===== config.mk =====
export PLATFORM = sky130hd
export DESIGN_NAME = rvc_fetch_top
export DESIGN_NICKNAME = d
export VERILOG_FILES = /design/src/common/rvc_pkg.sv /design/src/common/align_if.sv /design/src/hw/rvc_fetch_top.sv /design/src/fetch/instr_assembler.sv /design/src/fetch/fetch_pc_counter.sv /design/src/fetch/align_ctrl.sv /design/src/expander/rvc_expander.sv
export SDC_FILE = /design/constraint.sdc
export NUM_CORES = 1
export LEC_CHECK = 0
export BUFFER_PORTS_ARGS = -buffer_cell sky130_fd_sc_hd__buf_2
export CAP_MARGIN = 20
export CORE_MARGIN = 2
export CORE_UTILIZATION = 45
export DETAILED_ROUTE_END_ITERATION = 6
export PLACE_DENSITY_LB_ADDON = 0.2
export SLEW_MARGIN = 20
export SYNTH_ARGS = -nofsm -noshare
export SYNTH_HDL_FRONTEND = slang
export SYNTH_SLANG_ARGS = --single-unit

===== constraint.sdc =====
create_clock -name clk -period 9.3 [get_ports clk]
set_input_delay 0.93 -clock clk [delete_from_list [all_inputs] [get_ports clk]]
set_output_delay 0.93 -clock clk [all_outputs]
set_load 0.02 [all_outputs]

===== src/common/rvc_pkg.sv =====
package rvc_pkg;

	// one 32-bit instruction word
	typedef logic [31:0] instr_t;

	// one 16-bit parcel
	typedef logic [15:0] half_t;

	// byte address
	typedef logic [31:0] addr_t;

	// where the next instruction starts
	typedef enum logic [1:0] {
		ALIGN_LOW   = 2'd0,
		ALIGN_HIGH  = 2'd1,
		ALIGN_SPLIT = 2'd2
	} align_state_e;

	// supported compressed forms
	typedef enum logic [3:0] {
		C_LW, C_SW,
		C_ADDI, C_LI, C_LUI, C_SLLI,
		C_MV, C_ADD,
		C_J, C_JR,
		C_BEQZ, C_BNEZ,
		C_ILLEGAL
	} c_op_e;

	// base opcodes the expander produces
	typedef enum logic [6:0] {
		OPC_LOAD   = 7'b0000011,
		OPC_STORE  = 7'b0100011,
		OPC_OP_IMM = 7'b0010011,
		OPC_OP     = 7'b0110011,
		OPC_LUI    = 7'b0110111,
		OPC_JAL    = 7'b1101111,
		OPC_JALR   = 7'b1100111,
		OPC_BRANCH = 7'b1100011
	} rv_opc_e;

	localparam addr_t RESET_PC = 32'h0000_0000;
	localparam instr_t ILLEGAL_INSTR = 32'h0000_0000;

endpackage

===== src/common/align_if.sv =====
`timescale 1ns/10ps

interface align_if;
	// steering from the controller
	logic sel_high;
	logic load_buf;
	logic use_buf;
	logic emit;
	logic advance;
	// high means a 4-byte instruction
	logic pc_step;
	logic jump_load;
	// length bits of both halves after the swap
	logic [1:0] len_lo;
	logic [1:0] len_hi;

	modport ctrl (
		output sel_high, load_buf, use_buf, emit, advance, pc_step, jump_load,
		input  len_lo, len_hi
	);

	modport datapath (
		input  sel_high, load_buf, use_buf, emit, pc_step,
		output len_lo, len_hi
	);

	modport counter (
		input advance, pc_step, emit, jump_load
	);
endinterface


===== src/hw/rvc_fetch_top.sv =====
`timescale 1ns/10ps

module rvc_fetch_top (
	input  logic            clk,
	input  logic            rst_n,
	input  logic            stall_i,
	input  logic            jump_i,
	input  rvc_pkg::addr_t  jump_target_i,
	// byte-reversed cache word
	input  rvc_pkg::instr_t fetch_data_i,
	output rvc_pkg::addr_t  fetch_addr_o,
	output rvc_pkg::instr_t instr_o,
	output rvc_pkg::addr_t  instr_pc_o,
	output logic            instr_valid_o,
	output logic            is_compress_o
);
	import rvc_pkg::*;

	half_t  compressed;
	instr_t expanded;

	// steering bundle
	align_if align_bus ();

	align_ctrl align_ctrl_inst (
		.clk         (clk),
		.rst_n       (rst_n),
		.stall_i     (stall_i),
		.jump_i      (jump_i),
		.jump_half_i (jump_target_i[1]),
		.ctrl_if     (align_bus)
	);

	fetch_pc_counter fetch_pc_counter_inst (
		.clk           (clk),
		.rst_n         (rst_n),
		.stall_i       (stall_i),
		.jump_target_i (jump_target_i),
		.fetch_addr_o  (fetch_addr_o),
		.instr_pc_o    (instr_pc_o),
		.cnt_if        (align_bus)
	);

	instr_assembler instr_assembler_inst (
		.clk           (clk),
		.rst_n         (rst_n),
		.stall_i       (stall_i),
		.fetch_data_i  (fetch_data_i),
		.expanded_i    (expanded),
		.compressed_o  (compressed),
		.instr_o       (instr_o),
		.instr_valid_o (instr_valid_o),
		.is_compress_o (is_compress_o),
		.dp_if         (align_bus)
	);

	rvc_expander rvc_expander_inst (
		.compressed_i (compressed),
		.expanded_o   (expanded)
	);
endmodule


===== src/fetch/instr_assembler.sv =====
`timescale 1ns/10ps

module instr_assembler (
	input  logic            clk,
	input  logic            rst_n,
	input  logic            stall_i,
	input  rvc_pkg::instr_t fetch_data_i,
	input  rvc_pkg::instr_t expanded_i,
	output rvc_pkg::half_t  compressed_o,
	output rvc_pkg::instr_t instr_o,
	output logic            instr_valid_o,
	output logic            is_compress_o,
	align_if.datapath       dp_if
);
	import rvc_pkg::*;

	instr_t word;
	half_t  half_lo;
	half_t  half_hi;
	// upper half of a straddling instruction
	half_t  split_buf;
	instr_t instr_q;
	logic   valid_q;
	logic   compress_q;

	// cache delivers the word byte-reversed
	assign word    = {fetch_data_i[7:0], fetch_data_i[15:8],
	                  fetch_data_i[23:16], fetch_data_i[31:24]};
	assign half_lo = word[15:0];
	assign half_hi = word[31:16];

	assign dp_if.len_lo = half_lo[1:0];
	assign dp_if.len_hi = half_hi[1:0];

	// parcel handed to the expander
	assign compressed_o = dp_if.sel_high ? half_hi : half_lo;

	always_ff @(posedge clk) begin
		if (!stall_i && dp_if.load_buf) begin
			split_buf <= half_hi;
		end
	end

	always_ff @(posedge clk) begin
		if (!rst_n) begin
			instr_q    <= '0;
			valid_q    <= 1'b0;
			compress_q <= 1'b0;
		end else if (stall_i) begin
			// hold data, show a bubble
			valid_q <= 1'b0;
		end else begin
			valid_q <= dp_if.emit;
			if (dp_if.emit) begin
				if (dp_if.use_buf) begin
					instr_q    <= {half_lo, split_buf};
					compress_q <= 1'b0;
				end else if (dp_if.pc_step) begin
					instr_q    <= word;
					compress_q <= 1'b0;
				end else begin
					instr_q    <= expanded_i;
					compress_q <= 1'b1;
				end
			end
		end
	end

	assign instr_o       = instr_q;
	assign instr_valid_o = valid_q;
	assign is_compress_o = compress_q;
endmodule


===== src/fetch/fetch_pc_counter.sv =====
`timescale 1ns/10ps

module fetch_pc_counter (
	input  logic           clk,
	input  logic           rst_n,
	input  logic           stall_i,
	input  rvc_pkg::addr_t jump_target_i,
	output rvc_pkg::addr_t fetch_addr_o,
	output rvc_pkg::addr_t instr_pc_o,
	align_if.counter       cnt_if
);
	import rvc_pkg::*;

	addr_t fetch_addr_q;
	// start address of the next instruction
	addr_t pc_q;
	addr_t instr_pc_q;

	always_ff @(posedge clk) begin
		if (!rst_n) begin
			fetch_addr_q <= RESET_PC;
			pc_q         <= RESET_PC;
			instr_pc_q   <= '0;
		end else if (!stall_i) begin
			if (cnt_if.jump_load) begin
				// word address drops the byte offset
				fetch_addr_q <= {jump_target_i[31:2], 2'b00};
				pc_q         <= jump_target_i;
			end else begin
				if (cnt_if.advance) begin
					fetch_addr_q <= fetch_addr_q + 32'd4;
				end
				if (cnt_if.emit) begin
					instr_pc_q <= pc_q;
					pc_q       <= pc_q + (cnt_if.pc_step ? 32'd4 : 32'd2);
				end
			end
		end
	end

	assign fetch_addr_o = fetch_addr_q;
	assign instr_pc_o   = instr_pc_q;
endmodule


===== src/fetch/align_ctrl.sv =====
`timescale 1ns/10ps

module align_ctrl (
	input  logic  clk,
	input  logic  rst_n,
	input  logic  stall_i,
	input  logic  jump_i,
	// bit 1 of the jump target
	input  logic  jump_half_i,
	align_if.ctrl ctrl_if
);
	import rvc_pkg::*;

	align_state_e state_q;
	align_state_e state_d;
	logic lo_is_wide;
	logic hi_is_wide;

	// a half ending in 11 opens a 32-bit instruction
	assign lo_is_wide = (ctrl_if.len_lo == 2'b11);
	assign hi_is_wide = (ctrl_if.len_hi == 2'b11);

	always_comb begin
		state_d           = state_q;
		ctrl_if.sel_high  = 1'b0;
		ctrl_if.load_buf  = 1'b0;
		ctrl_if.use_buf   = 1'b0;
		ctrl_if.emit      = 1'b0;
		ctrl_if.advance   = 1'b0;
		ctrl_if.pc_step   = 1'b0;
		ctrl_if.jump_load = 1'b0;
		if (stall_i) begin
			// everything frozen, no strobes
			state_d = state_q;
		end else if (jump_i) begin
			// restart at the target, nothing emitted
			ctrl_if.jump_load = 1'b1;
			state_d = jump_half_i ? ALIGN_HIGH : ALIGN_LOW;
		end else begin
			case (state_q)
				ALIGN_LOW: begin
					ctrl_if.emit = 1'b1;
					if (lo_is_wide) begin
						// whole word is one instruction
						ctrl_if.pc_step = 1'b1;
						ctrl_if.advance = 1'b1;
					end else begin
						// low parcel compressed, upper half next
						state_d = ALIGN_HIGH;
					end
				end
				ALIGN_HIGH: begin
					ctrl_if.sel_high = 1'b1;
					ctrl_if.advance  = 1'b1;
					if (hi_is_wide) begin
						// first half of a straddling instruction
						ctrl_if.load_buf = 1'b1;
						state_d = ALIGN_SPLIT;
					end else begin
						ctrl_if.emit = 1'b1;
						state_d = ALIGN_LOW;
					end
				end
				ALIGN_SPLIT: begin
					// low half completes the buffered instruction
					ctrl_if.use_buf = 1'b1;
					ctrl_if.emit    = 1'b1;
					ctrl_if.pc_step = 1'b1;
					state_d = ALIGN_HIGH;
				end
				default: begin
					state_d = ALIGN_LOW;
				end
			endcase
		end
	end

	always_ff @(posedge clk) begin
		if (!rst_n) begin
			state_q <= ALIGN_LOW;
		end else begin
			state_q <= state_d;
		end
	end
endmodule


===== src/expander/rvc_expander.sv =====
`timescale 1ns/10ps

module rvc_expander (
	input  rvc_pkg::half_t  compressed_i,
	output rvc_pkg::instr_t expanded_o
);
	import rvc_pkg::*;

	half_t      c;
	c_op_e      op;
	logic [4:0] rd_full;
	logic [4:0] rs2_full;
	logic [4:0] rd_p;
	logic [4:0] rs1_p;
	logic [5:0] imm6;
	logic [11:0] imm12;
	logic [11:0] lw_off;
	logic [11:0] j_off;
	logic [8:0] b_off;

	assign c = compressed_i;

	// full register fields
	assign rd_full  = c[11:7];
	assign rs2_full = c[6:2];
	// primed registers map to x8..x15
	assign rd_p  = {2'b01, c[4:2]};
	assign rs1_p = {2'b01, c[9:7]};

	// ci-format immediate, sign extended
	assign imm6  = {c[12], c[6:2]};
	assign imm12 = {{6{c[12]}}, imm6};

	// word offset of lw and sw
	assign lw_off = {5'b0, c[5], c[12:10], c[6], 2'b00};

	// scrambled jump offset
	assign j_off = {c[12], c[8], c[10:9], c[6], c[7], c[2], c[11], c[5:3], 1'b0};

	// branch offset
	assign b_off = {c[12], c[6:5], c[2], c[11:10], c[4:3], 1'b0};

	// quadrant and funct3 pick the form
	always_comb begin
		op = C_ILLEGAL;
		case ({c[1:0], c[15:13]})
			5'b00_010: op = C_LW;
			5'b00_110: op = C_SW;
			5'b01_000: op = C_ADDI;
			5'b01_010: op = C_LI;
			5'b01_011: begin
				// rd x2 is addi16sp, zero imm reserved
				if (rd_full != 5'd2 && imm6 != 6'd0) begin
					op = C_LUI;
				end
			end
			5'b01_101: op = C_J;
			5'b01_110: op = C_BEQZ;
			5'b01_111: op = C_BNEZ;
			5'b10_000: begin
				// shamt bit 5 reserved on rv32
				if (!c[12]) begin
					op = C_SLLI;
				end
			end
			5'b10_100: begin
				if (!c[12]) begin
					if (rs2_full != 5'd0) begin
						op = C_MV;
					end else if (rd_full != 5'd0) begin
						op = C_JR;
					end
				end else if (rs2_full != 5'd0) begin
					op = C_ADD;
				end
				// jalr and ebreak stay illegal
			end
			default: op = C_ILLEGAL;
		endcase
	end

	always_comb begin
		expanded_o = ILLEGAL_INSTR;
		case (op)
			C_LW: begin
				expanded_o = {lw_off, rs1_p, 3'b010, rd_p, OPC_LOAD};
			end
			C_SW: begin
				// rs2 sits where rd' sits in the loads
				expanded_o = {lw_off[11:5], rd_p, rs1_p, 3'b010, lw_off[4:0], OPC_STORE};
			end
			C_ADDI: begin
				expanded_o = {imm12, rd_full, 3'b000, rd_full, OPC_OP_IMM};
			end
			C_LI: begin
				expanded_o = {imm12, 5'd0, 3'b000, rd_full, OPC_OP_IMM};
			end
			C_LUI: begin
				expanded_o = {{14{c[12]}}, imm6, rd_full, OPC_LUI};
			end
			C_SLLI: begin
				expanded_o = {7'b0, c[6:2], rd_full, 3'b001, rd_full, OPC_OP_IMM};
			end
			C_MV: begin
				expanded_o = {7'b0, rs2_full, 5'd0, 3'b000, rd_full, OPC_OP};
			end
			C_ADD: begin
				expanded_o = {7'b0, rs2_full, rd_full, 3'b000, rd_full, OPC_OP};
			end
			C_J: begin
				// jal x0
				expanded_o = {c[12], j_off[10:1], c[12], {8{c[12]}}, 5'd0, OPC_JAL};
			end
			C_JR: begin
				expanded_o = {12'd0, rd_full, 3'b000, 5'd0, OPC_JALR};
			end
			C_BEQZ: begin
				expanded_o = {c[12], {2{c[12]}}, b_off[8:5], 5'd0, rs1_p, 3'b000,
				              b_off[4:1], c[12], OPC_BRANCH};
			end
			C_BNEZ: begin
				expanded_o = {c[12], {2{c[12]}}, b_off[8:5], 5'd0, rs1_p, 3'b001,
				              b_off[4:1], c[12], OPC_BRANCH};
			end
			default: begin
				expanded_o = ILLEGAL_INSTR;
			end
		endcase
	end
endmodule


## Word-level counts from Yosys, hierarchy flattened

Index checks and enable logic that the tools add are counted.

| operators by class | value |
|---|---|
| add/subtract/negate cells | 2 |
| eq/ne operators | 27 |
| multiplexer cells | 46 |
| bitwise logic cells | 3 |
| reductions and logical operators | 17 |

Operator list:

| cell | count |
|---|---|
| case mux 32 bit (12 select lines) | 1 |
| 2-to-1 mux 32 bit | 6 |
| case mux 4 bit (10 select lines) | 1 |
| adder 32 x 3 -> 32 bit, second input constant | 1 |
| adder 32 bit | 1 |
| equality test 5 x 4 -> 1 bit, second input constant | 6 |
| 2-to-1 mux 1 bit | 23 |
| 2-to-1 mux 4 bit | 5 |
| equality test 4 x 3 -> 1 bit, second input constant | 4 |
| equality test 4 bit, second input constant | 4 |
| 2-to-1 mux 16 bit | 1 |
| equality test 5 bit, second input constant | 2 |
| nonzero test 5 bit | 2 |
| equality test 4 x 2 -> 1 bit, second input constant | 2 |
| AND reduction 2 bit | 4 |
| equality test 2 bit, second input constant | 3 |
| 2-to-1 mux 2 bit | 3 |
| 2-to-1 mux 3 bit | 2 |
| case mux 1 bit (2 select lines) | 3 |
| case mux 2 bit (3 select lines) | 1 |
| nonzero test 6 bit | 1 |
| equality test 5 x 2 -> 1 bit, second input constant | 1 |
| equality test 5 x 3 -> 1 bit, second input constant | 1 |
| != test 5 x 2 -> 1 bit, second input constant | 1 |
| other kinds (11) | 16 |

| word-level totals | value |
|---|---|
| flip-flop bits (word level) | 148 |
| input bits | 68 |
| logic and storage cells | 103 |

## Logic depth before layout (Yosys ltp)

Gate-level depths: netlist of run 1.

| logic depth | value |
|---|---|
| depth after elaboration | 14 |
| depth in mapped cells | 15 |
| gate-level depth less buffers | 13 |

## Hierarchy

From an unflattened synthesis of run 1, not the netlist that was laid out.

| unflattened totals | value |
|---|---|
| cells, all modules | 1,085 |
| area total of the unflattened synthesis | 9,096.2 µm² |

Modules (own cells, without submodules):

| module | instances | cells an instance | area each (µm²) | sequential area each (µm²) |
|---|---|---|---|---|
| fetch_pc_counter | 1 | 665 | 5,056.1 | 1,881.8 |
| instr_assembler | 1 | 261 | 2,991.6 | 1,161.1 |
| rvc_expander | 1 | 136 | 859.6 | 0.0 |
| align_ctrl | 1 | 23 | 188.9 | 40.0 |

## Worst setup path before layout of run 1

OpenSTA, ideal clock, no wires.

| timing | value |
|---|---|
| path type | input to register |
| start point | in jump_i |
| end point | reg fetch_pc_counter_inst.pc_q[29] |
| data arrival time | 3.763 ns |
| data required time | 9.209 ns |
| slack | 5.446 ns |
| cell stages on the path | 15 |
| buffers on the path | 2 |
| path through | buf_2 -> nor2_1 -> and3_1 -> clkbuf_1 -> nor2_1 -> ha_1 -> inv_1 -> fa_1 -> nor3_1 -> nand4_1 -> nor3_1 -> a21oi_1 -> nor2_1 -> nor2_1 -> a311oi_1 |

| on the way | value |
|---|---|
| word-level cells in the longest chain between the ends | 6 |
| elaborated cells on any way between the ends | 12 |
| classes of those cells | 1 x add/sub; 9 x mux; 2 x reduce/logical |

RTL lines:

| what | line | RTL |
|---|---|---|
| start, declared | rvc_fetch_top.sv:7 | `input logic jump_i,` |
| 2-to-1 mux 1 bit | align_ctrl.sv:35 | `end else if (jump_i) begin` |
| 2-to-1 mux 1 bit | align_ctrl.sv:32 | `if (stall_i) begin` |
| 2-to-1 mux 3 bit | fetch_pc_counter.sv:35 | `pc_q <= pc_q + (cnt_if.pc_step ? 32'd4 : 32'd2);` |
| adder 32 bit | fetch_pc_counter.sv:35 |  |
| 2-to-1 mux 32 bit | fetch_pc_counter.sv:33 | `if (cnt_if.emit) begin` |
| 2-to-1 mux 32 bit | fetch_pc_counter.sv:25 | `if (cnt_if.jump_load) begin` |
| end signal, assigned | fetch_pc_counter.sv:28 | `pc_q <= jump_target_i;` |
| end signal, assigned | fetch_pc_counter.sv:35 |  |
| end, declared | fetch_pc_counter.sv:16 | `addr_t pc_q;` |

Several ways; a longest one is shown, not always the timed one. The select of a mux whose other input is x is not followed.
A chain may end at the register's enable or synchronous reset.

## Worst setup path in the final report of run 1

| timing | value |
|---|---|
| start point | in stall_i |
| end point | reg fetch_pc_counter_inst.pc_q[29] |

| on the way | value |
|---|---|
| word-level cells in the longest chain between the ends | 5 |
| elaborated cells on any way between the ends | 10 |
| classes of those cells | 1 x add/sub; 6 x mux; 1 x bitwise; 2 x reduce/logical |

RTL lines:

| what | line | RTL |
|---|---|---|
| start, declared | rvc_fetch_top.sv:6 | `input logic stall_i,` |
| 2-to-1 mux 1 bit | align_ctrl.sv:32 |  |
| 2-to-1 mux 3 bit | fetch_pc_counter.sv:35 |  |
| adder 32 bit | fetch_pc_counter.sv:35 |  |
| 2-to-1 mux 32 bit | fetch_pc_counter.sv:33 |  |
| 2-to-1 mux 32 bit | fetch_pc_counter.sv:25 |  |

Several ways; a longest one is shown, not always the timed one. The select of a mux whose other input is x is not followed.

==> summary.txt, run 1 <==
layout cells sized above 1 -> 21.8%
postcts setup bufs -> 0
Final Hold Slack -> 0.449 ns
Crit-path slowest cell -> nor3_1
CP Capture Type -> flop
Placed Area -> 8920 sq um
Post-synth EDFFs -> 16
Port Buffers -> 163
class of the worst hold path -> reg -> reg
clock slew at reported path FFs -> 0.06 ns
most frequent CP cell -> nor2_1
RSZ-0062 raised after global routing -> false
cell area after synthesis -> 8030 sq um
Required @ worst endpoint -> 9.63 ns
vias in the first global route -> 7520
Hold Buf Count CTS -> 0
most used flip-flop cell after synthesis -> dfxtp_1
final instance area -> 9510 sq um
MaxCap Viol Count -> 0
initial antenna violation count -> 2
GRT overflow -> 0
die width -> 138 microns
Initial DRC Count -> 914
final count of hold timing violations -> 0
io pins -> 166
worst vdd ir -> 0.000126 V
DR pass1 iterations -> 7
pin count of the biggest net entering global routing -> 89
top cells by count, synth -> 171 x nand2_1, 130 x dfxtp_1, 111 x a21oi_1, 87 x nor2_1, 62 x o21ai_0
Max Transition Viols Final -> 0
final total power -> 1.62 mW
asr flop ratio synth -> 0%
latest clock arrival within the worst-skew pair -> 0.43 ns
critical path type -> in -> reg
Die ar. -> 18900 sq um
H-tree depth -> 4
remaining antenna violation count after routing -> 0
Synth area leaders -> dfxtp_1 32%, nand2_1 8.0%, a21oi_1 6.9%
Worst Path Max Fanout -> 28
HPWL after DPL -> 18600 microns
Synth Instances -> 1012
yosys warns -> 0
setup violators final -> 0
Wirelength per Cell -> 19.4 microns
residual DRC count -> 0
Layout Skew -> 0.00803 ns
total length of routed wires -> 26600 microns
top-area cell type share of the netlist area -> 32.4%
outcome -> completed
total track usage -> 28.2%
TritonCTS clock tree -> yes
area delta synth->final -> 18.5%
Initial Util -> 46.2%
clk buf depth -> 2
syn avg cell area -> 7.93 sq um
max incr delay on CP -> 0.51 ns
CP cell instances -> buf_2 > nor2_1 > and3_1 > buf_4 > nor2_1 > ha_1 > inv_1 > fa_1 > nor3_1 > nand4_1 > nor3_1 > a21oi_1 > nor2_1 > nor2_1 > a311oi_1
LEAKAGE -> 3.69 nW
area leader, netlist -> dfxtp_1
Unique masters post-synth -> 92
cell with the most instances after synthesis -> nand2_1
post-CTS sizing -> 0
number of vias per cell -> 6.07
setup TNS -> 0 ns
worst-margin pin slew -> 0.983 ns
CTS Buf Count -> 17
Arr. time, crit path -> 4.61 ns
via count -> 8321
Diodes inserted -> 0
Yosys reg bits -> 146
final net count -> 1205
period utilisation layout -> 46.0%
fin crit period -> 4.28 ns
first-pass GRT wire length -> 41000 microns
Final Util -> 54.8%
# rows -> 48
CORE AREA -> 17400 sq um
share of the yosys chip area belonging to registers -> 38.4%
total clock sinks -> 146
Die Ht -> 138 microns
f_max -> 234 MHz
crit start category -> input port
relative slew slack -> 34.5%
clk root buf -> clkbuf_16
P per Cell Area -> 170 nW/um^2
GP Congestion -> 0.968
## power by group
part / leakage [nW] / internal, mW / switching (mW)
Clock: 0.299 / 0.422 / 0.276
Combinational: 2.19 / 0.0791 / 0.158
Sequential: 1.20 / 0.661 / 0.0232
## final cells by class
class | instances | area [sq um]
fillers | 1630 | 7850
clock inverters | 7 | 66.3
inverters | 23 | 86.3
flip-flops and latches | 146 | 3080
multi-input cells | 769 | 4550
clock buffers | 25 | 528
well taps | 225 | 282
repair buffers | 176 | 913
## cell families (layout without fill, tap and decap cells)
family                   count (synthesis)  count (layout)  share of synthesized area, %
buffers and inverters                   98             231                          5.42
adder cells (fa/ha/maj)                  4               4                         0.717
flip-flops                             146             146                          38.4
AND/OR/NAND/NOR                        395             395                          23.4
multiplexers                             9               9                          1.29
other                                    1               2                        0.0467
XOR/XNOR                                31              31                          3.38
AO/OA/AOI/OAI                          328             328                          27.3
## path summary, 6_finish.rpt
path / from / end / slack (ns) / cells past startpoint
setup / recovery: stall_i / fetch_pc_counter_inst.pc_q[29] / 5.02 / 15
hold / removal: fetch_pc_counter_inst.instr_pc_o[13] / fetch_pc_counter_inst.instr_pc_o[13] / 0.45 / 2
setup reg to reg: align_ctrl_inst.state_q[1] / fetch_pc_counter_inst.pc_q[29] / 5.23 / 14
hold reg to reg: fetch_pc_counter_inst.instr_pc_o[13] / fetch_pc_counter_inst.instr_pc_o[13] / 0.45 / 2
## sequential cells by signal, indices dropped and copies added, names as in the netlist
name,flops
fetch_pc_counter_inst.instr_pc_o,32
fetch_pc_counter_inst.pc_q,32
instr_assembler_inst.split_buf,16
align_ctrl_inst.state_q,2
instr_assembler_inst.is_compress_o,1
instr_assembler_inst.instr_valid_o,1
instr_assembler_inst.instr_o,32
fetch_pc_counter_inst.fetch_addr_o,30
## worst max-delay path, delay by kind of cell
| family | cells | cell delay, ns |
|---|---|---|
| simple gates | 8 | 2.09 |
| buf+inv | 3 | 0.53 |
| compound gates | 2 | 0.38 |
| fa+ha+maj | 2 | 0.65 |
## cell usage in the layout, fill, tap and decap left out, types with 9 or more instances in the layout
cell,n
o21ai_0,62
nor2_1,85
a222oi_1,16
buf_2,163
xnor2_1,19
dfxtp_1,130
nand4_1,13
nand2b_1,9
clkbuf_16,19
a211oi_1,23
and3_1,15
a22oi_1,10
inv_1,21
xor2_1,12
nor3_1,18
a21oi_1,111
nand2_1,169
edfxtp_1,16
buf_4,13
o22ai_1,19
nand3_1,34
## through the flow
stage,cells,setup WS (ns)
2_1_floorplan,1013,5.45
3_3_place_gp,1339,4.82
3_5_place_dp,1339,4.65
4_1_cts,1371,5.07
5_1_grt,1371,4.70
6_report,1371,5.02
## per-layer routing
layer	part of all wire, %	vias to the layer above	GRT usage (%)
met5	0.11	-	0
met4	3.6	4	11.9
met3	8.7	79	6.55
met2	46	410	44.4
met1	42	3879	36.9
li1	-	3949	-
Power figures use the tool's default switching activity.
==> run 2: changes to the inputs <==
ABC_AREA = 1   (was unset)
clock period = 3.6 ns   (was 9.3 ns; I/O delays follow)
==> run 2 against run 1 <==
Compared with the run above:
- total power grew to 2.8 times the previous value
- critical endpoint is now fetch_pc_counter_inst.pc_q[25]
- combinational power grew to 3.3 times the previous value
- area after synthesis is 3.6% higher
- largest cell class unchanged
==> summary.txt, run 2 <==
Max Transition Viols Final -> 0 (unchanged)
Initial DRC Count -> 701 (was 914)
HPWL after DPL -> 20100 microns (was 18600 microns)
total clock sinks -> 146 (unchanged)
die width -> 140 microns (was 138 microns)
final instance area -> 10000 sq um (was 9510 sq um)
remaining antenna violation count after routing -> 0 (unchanged)
GRT overflow -> 0 (unchanged)
Hold Buf Count CTS -> 0 (unchanged)
Post-synth EDFFs -> 16 (unchanged)
asr flop ratio synth -> 0% (unchanged)
P per Cell Area -> 446 nW/um^2 (was 170 nW/um^2)
clk buf depth -> 2 (unchanged)
area delta synth->final -> 20.8% (was 18.5%)
f_max -> 306 MHz
via count -> 8914 (was 8321)
top-area cell type share of the netlist area -> 31.3% (was 32.4%)
worst vdd ir -> 0.000361 V (was 0.000126 V)
latest clock arrival within the worst-skew pair -> 0.43 ns (about the same)
vias in the first global route -> 8343 (was 7520)
number of vias per cell -> 5.44 (was 6.07)
first-pass GRT wire length -> 43800 microns (was 41000 microns)
layout cells sized above 1 -> 18.9% (was 21.8%)
Unique masters post-synth -> 43 (was 92)
CTS Buf Count -> 17 (unchanged)
Required @ worst endpoint -> 3.96 ns (was 9.63 ns)
setup violators final -> 0 (unchanged)
LEAKAGE -> 4.68 nW (was 3.69 nW)
final net count -> 1470 (was 1205)
yosys warns -> 0 (unchanged)
clk root buf -> clkbuf_16 (unchanged)
residual DRC count -> 0 (unchanged)
GP Congestion -> 0.993 (was 0.968)
cell with the most instances after synthesis -> nand2_1 (unchanged)
# rows -> 49 (was 48)
Diodes inserted -> 0 (unchanged)
TritonCTS clock tree -> yes (unchanged)
RSZ-0062 raised after global routing -> false (unchanged)
final total power -> 4.48 mW (was 1.62 mW)
Final Hold Slack -> 0.141 ns (was 0.449 ns)
Final Non-Filler Cells -> 1640 (was 1371)
share of the yosys chip area belonging to registers -> 37.1% (was 38.4%)
Die Ht -> 140 microns (was 138 microns)
io pins -> 166 (unchanged)
final count of hold timing violations -> 0 (unchanged)
most common cell after layout, fill and taps aside -> nand2_1 (unchanged)
Final Util -> 55.7% (was 54.8%)
clock slew at reported path FFs -> 0.06 ns (about the same)
Initial Util -> 46.1% (was 46.2%)
pin count of the biggest net entering global routing -> 53 (was 89)
Layout Skew -> 0.00826 ns (was 0.00803 ns)
syn avg cell area -> 6.69 sq um (was 7.93 sq um)
most used flip-flop cell after synthesis -> dfxtp_1 (unchanged)
top cells by count, synth -> 339 x nand2_1, 146 x o21ai_0, 130 x dfxtp_1, 130 x inv_1, 89 x nor2_1 (was 171 x nand2_1, 130 x dfxtp_1, 111 x a21oi_1, 87 x nor2_1, 62 x o21ai_0)
total track usage -> 28.0% (was 28.2%)
H-tree depth -> 4 (unchanged)
Die ar. -> 19600 sq um (was 18900 sq um)
Synth Instances -> 1242 (was 1012)
cell area after synthesis -> 8310 sq um (was 8030 sq um)
worst-margin pin slew -> 0.947 ns (was 0.983 ns)
Worst Path Max Fanout -> 5 (was 28)
class of the worst hold path -> in -> reg (was reg -> reg)
outcome -> completed (unchanged)
relative slew slack -> 36.8% (was 34.5%)
fin crit period -> 3.27 ns
DR pass1 iterations -> 6 (was 7)
Placed Area -> 9420 sq um (was 8920 sq um)
CORE AREA -> 18000 sq um (was 17400 sq um)
period utilisation layout -> 90.7%
MaxCap Viol Count -> 0 (unchanged)
Placed Instances -> 1608 (was 1339)
Yosys reg bits -> 146 (unchanged)
CP Capture Type -> flop (unchanged)
most frequent cells in the layout -> 339 x nand2_1, 163 x buf_2, 145 x o21ai_0 (was 169 x nand2_1, 163 x buf_2, 130 x dfxtp_1)
Synth area leaders -> dfxtp_1 31%, nand2_1 15%, o21ai_0 8.8% (was dfxtp_1 32%, nand2_1 8.0%, a21oi_1 6.9%)
initial antenna violation count -> 0 (was 2)
Arr. time, crit path -> 3.63 ns (was 4.61 ns)
critical path type -> reg -> reg (was in -> reg)
total length of routed wires -> 27200 microns (was 26600 microns)
crit start category -> flop (was input port)
area leader, netlist -> dfxtp_1 (unchanged)
fill cell count -> 1810 (was 1630)
Wirelength per Cell -> 16.6 microns (was 19.4 microns)
Port Buffers -> 163 (unchanged)
-- run 2: through the flow --
| step | setup TNS [ns] | setup WS, ns |
|---|---|---|
| 2_1_floorplan | 0 | 0.0942 |
| 3_5_place_dp | -0.0403 | -0.0403 |
| 5_1_grt | 0 | 0.0150 |
| 4_1_cts | 0 | 0.130 |
| 6_report | 0 | 0.334 |
| 3_3_place_gp | 0 | 0.132 |
-- run 2: final timing paths --
| path | startpoint | slack (ns) | depth (start not counted) | to |
|---|---|---|---|---|
| max reg2reg | align_ctrl_inst.state_q[0] | 0.33 | 17 | fetch_pc_counter_inst.pc_q[25] |
| max | align_ctrl_inst.state_q[0] | 0.33 | 17 | fetch_pc_counter_inst.pc_q[25] |
| min reg2reg | instr_assembler_inst.instr_o[8] | 0.45 | 2 | instr_assembler_inst.instr_o[8] |
| min | fetch_data_i[1] | 0.14 | 1 | instr_assembler_inst.split_buf[9] |
-- run 2: cell families after synthesis --
family	count (synthesis)	synth area share [%]
AOI/OAI and AO/OA	292	19.9
xor gates and xnor gates	22	2.32
adders and majority gates	4	0.692
buffers and inverters	190	9.00
DFF	146	37.1
other	1	0.0451
and+or+nand+nor	587	30.9
-- run 2: layer usage --
layer	GRT usage, %	share of wire (%)	up-vias
li1	-	-	4461
met1	37.3	44	3996
met2	44.7	45	392
met3	4.44	6.7	65
met4	13.3	4.2	0
met5	0	0	-
-- run 2: worst max-delay path: stages (launching register included) --
cell	delay (ns)
dfxtp_1	0.36
nor4_2	0.33
o21ai_1	0.16
buf_4	0.18
fa_1	0.40
inv_1	0.10
nand3_1	0.11
nor3_2	0.24
nand2_1	0.11
inv_1	0.10
nand2_1	0.07
inv_1	0.11
nand4_1	0.22
nor3_2	0.23
nand3_1	0.11
xor2_1	0.15
nand2_1	0.09
a31oi_1	0.14
-- run 2: cell type report --
cell class	instances	area [sq um]	share of cell area, %
Clock buffer	18	429	4.27
Clock inverter	14	176	1.76
Inverter	134	503	5.01
Multi-Input combinational cell	907	4520	45.0
Sequential cell	146	3080	30.7
Tap cell	229	287	2.85
Timing Repair Buffer	192	1050	10.4
-- run 2: report_power, final --
| part | switching [mW] | internal (mW) |
|---|---|---|
| logic | 0.538 | 0.251 |
| registers | 0.0914 | 1.74 |
| clock network | 0.758 | 1.10 |
-- run 2: repair_timing --
action,CTS,global route
setup endpoints to repair,0,7
hold endpoints to repair,0,0
resized for setup,0,3
setup buffers,0,0
==> run 3: changes to the inputs <==
--- a/config.mk
+++ b/config.mk
@@ -9,6 +9,8 @@
 export BUFFER_PORTS_ARGS = -buffer_cell sky130_fd_sc_hd__buf_2
 export CAP_MARGIN = 20
+export CELL_PAD_IN_SITES_DETAIL_PLACEMENT = 1
+export CELL_PAD_IN_SITES_GLOBAL_PLACEMENT = 1
 export CORE_MARGIN = 2
-export CORE_UTILIZATION = 45
+export CORE_UTILIZATION = 35
 export DETAILED_ROUTE_END_ITERATION = 6
 export PLACE_DENSITY_LB_ADDON = 0.2
==> constraint.sdc (replaced) <==
create_clock -name clk -period 3.6 [get_ports clk]
set_input_delay 0.36 -clock clk [delete_from_list [all_inputs] [get_ports clk]]
set_output_delay 0.36 -clock clk [all_outputs]
set_load 0.01 [all_outputs]
==> run 3 against run 2 <==
Compared with the run above:
- total power is 0.39% lower
- wire length is 16% higher
- flip-flop and latch count stayed put
- worst setup slack worse by 0.0020 ns
- highest routed layer unchanged
==> summary.txt, run 3 (synthesis gave the netlist of run 2 again) <==
hold depth -> 1 (unchanged)
via count -> 9005 (was 8914)
clk buf depth -> 2 (unchanged)
Port Buffers -> 163 (unchanged)
period utilisation layout -> 90.8% (was 90.7%)
final total power -> 4.46 mW (was 4.48 mW)
clk root buf -> clkbuf_16 (unchanged)
area delta synth->final -> 21.5% (was 20.8%)
Required @ worst endpoint -> 3.96 ns (about the same)
crit start category -> flop (unchanged)
register area -> 3080 sq um (about the same)
DR pass1 iterations -> 5 (was 6)
CTS Buf Count -> 17 (unchanged)
LEAKAGE -> 4.65 nW (was 4.68 nW)
Layout Skew -> 0.0167 ns (was 0.00826 ns)
most frequent cells in the layout -> 339 x nand2_1, 163 x buf_2, 145 x o21ai_0 (unchanged)
number of vias per cell -> 5.23 (was 5.44)
setup violators final -> 0 (unchanged)
Max Transition Viols Final -> 0 (unchanged)
GP Congestion -> 0.916 (was 0.993)
remaining antenna violation count after routing -> 0 (unchanged)
die width -> 158 microns (was 140 microns)
total length of routed wires -> 31500 microns (was 27200 microns)
critical path type -> reg -> reg (unchanged)
vias in the first global route -> 9012 (was 8343)
most common cell after layout, fill and taps aside -> nand2_1 (unchanged)
relative slew slack -> 33.4% (was 36.8%)
residual DRC count -> 0 (unchanged)
f_max -> 306 MHz (about the same)
fin crit period -> 3.27 ns (about the same)
CP Capture Type -> flop (unchanged)
worst-margin pin slew -> 0.999 ns (was 0.947 ns)
class of the worst hold path -> in -> reg (unchanged)
pin count of the biggest net entering global routing -> 53 (unchanged)
Initial DRC Count -> 446 (was 701)
latest clock arrival within the worst-skew pair -> 0.44 ns (was 0.43 ns)
R2R Path Start -> align_ctrl_inst.state_q[1] (was align_ctrl_inst.state_q[0])
CORE AREA -> 23400 sq um (was 18000 sq um)
fill cell count -> 3133 (was 1810)
Final Non-Filler Cells -> 1722 (was 1640)
footprint of the multi-input gates -> 4520 sq um (about the same)
Hold Buf Count CTS -> 0 (unchanged)
# rows -> 56 (was 49)
Wirelength per Cell -> 18.3 microns (was 16.6 microns)
MaxCap Viol Count -> 0 (unchanged)
Arr. time, crit path -> 3.63 ns (about the same)
Placed Instances -> 1690 (was 1608)
FF-to-FF path depth -> 18 (was 17)
TritonCTS clock tree -> yes (unchanged)
outcome -> completed (unchanged)
Final Util -> 43.2% (was 55.7%)
clock slew at reported path FFs -> 0.07 ns (was 0.06 ns)
initial antenna violation count -> 0 (unchanged)
Final Hold Slack -> 0.142 ns (was 0.141 ns)
Die ar. -> 25000 sq um (was 19600 sq um)
Worst Path Max Fanout -> 6 (was 5)
io pins -> 166 (unchanged)
total track usage -> 25.6% (was 28.0%)
Initial Util -> 35.5% (was 46.1%)
Die Ht -> 158 microns (was 140 microns)
worst vdd ir -> 0.000294 V (was 0.000361 V)
total clock sinks -> 146 (unchanged)
Diodes inserted -> 0 (unchanged)
final count of hold timing violations -> 0 (unchanged)
HPWL after DPL -> 23600 microns (was 20100 microns)
GRT overflow -> 0 (unchanged)
layout cells sized above 1 -> 18.6% (was 18.9%)
first-pass GRT wire length -> 49400 microns (was 43800 microns)
hold_sp -> fetch_data_i[2] (was fetch_data_i[1])
crit path launch -> align_ctrl_inst.state_q[1] (was align_ctrl_inst.state_q[0])
P per Cell Area -> 442 nW/um^2 (was 446 nW/um^2)
H-tree depth -> 4 (unchanged)
final net count -> 1462 (was 1470)
[run 3: layout make-up]
type | count | share of cell area [%]
Clock buffer | 19 | 4.29
Multi-Input combinational cell | 907 | 44.7
Inverter | 134 | 4.98
Clock inverter | 13 | 1.73
Tap cell | 319 | 3.95
Timing Repair Buffer | 184 | 9.76
Sequential cell | 146 | 30.5
[run 3: what timing repair did]
| item | CTS | global route |
|---|---|---|
| buffers inserted | 0 | 0 |
| endpoints found under the setup margin | 0 | 8 |
| gates resized for setup | 0 | 3 |
[run 3: metal layers]
metal	part of all wire, %	vias to the layer above	global-route usage (%)
met2	49	212	45.0
met3	4.0	45	3.75
met4	2.7	0	8.79
li1	-	4435	-
met1	44	4313	31.8
met5	0	-	0
[run 3: final timing paths]
kind	to	slack [ns]
worst max register to register	fetch_pc_counter_inst.pc_q[29]	0.33
worst min register to register	instr_assembler_inst.instr_o[30]	0.45
worst max-delay path	fetch_pc_counter_inst.pc_q[29]	0.33
worst min-delay path	instr_assembler_inst.split_buf[10]	0.14
[run 3: critical path, stage by stage, from the launching register on]
cell     delay (ns)
dfxtp_2        0.44
nor4_2         0.09
o21ai_2        0.24
ha_1           0.21
inv_1          0.06
fa_1           0.38
inv_1          0.11
nand3_1        0.10
nor3_1         0.28
nand2_1        0.11
inv_1          0.10
nand2_1        0.07
inv_1          0.11
nand4_1        0.15
buf_4          0.19
nor3_1         0.17
xor2_1         0.18
nand2_1        0.07
a31oi_1        0.14
[run 3: where the power goes]
group | switching (mW) | internal, mW
combinational | 0.507 | 0.238
sequential | 0.0943 | 1.74
clock | 0.777 | 1.11
[run 3: stage by stage]
step	TNS [ns]	instance area (sq um)	setup WS, ns
global route	-0.0375	10100	-0.0311
CTS	0	10100	0.0476
global placement	0	9480	0.281
detailed placement	0	9480	0.146
floorplan	0	8320	0.0942
finish	0	10100	0.332
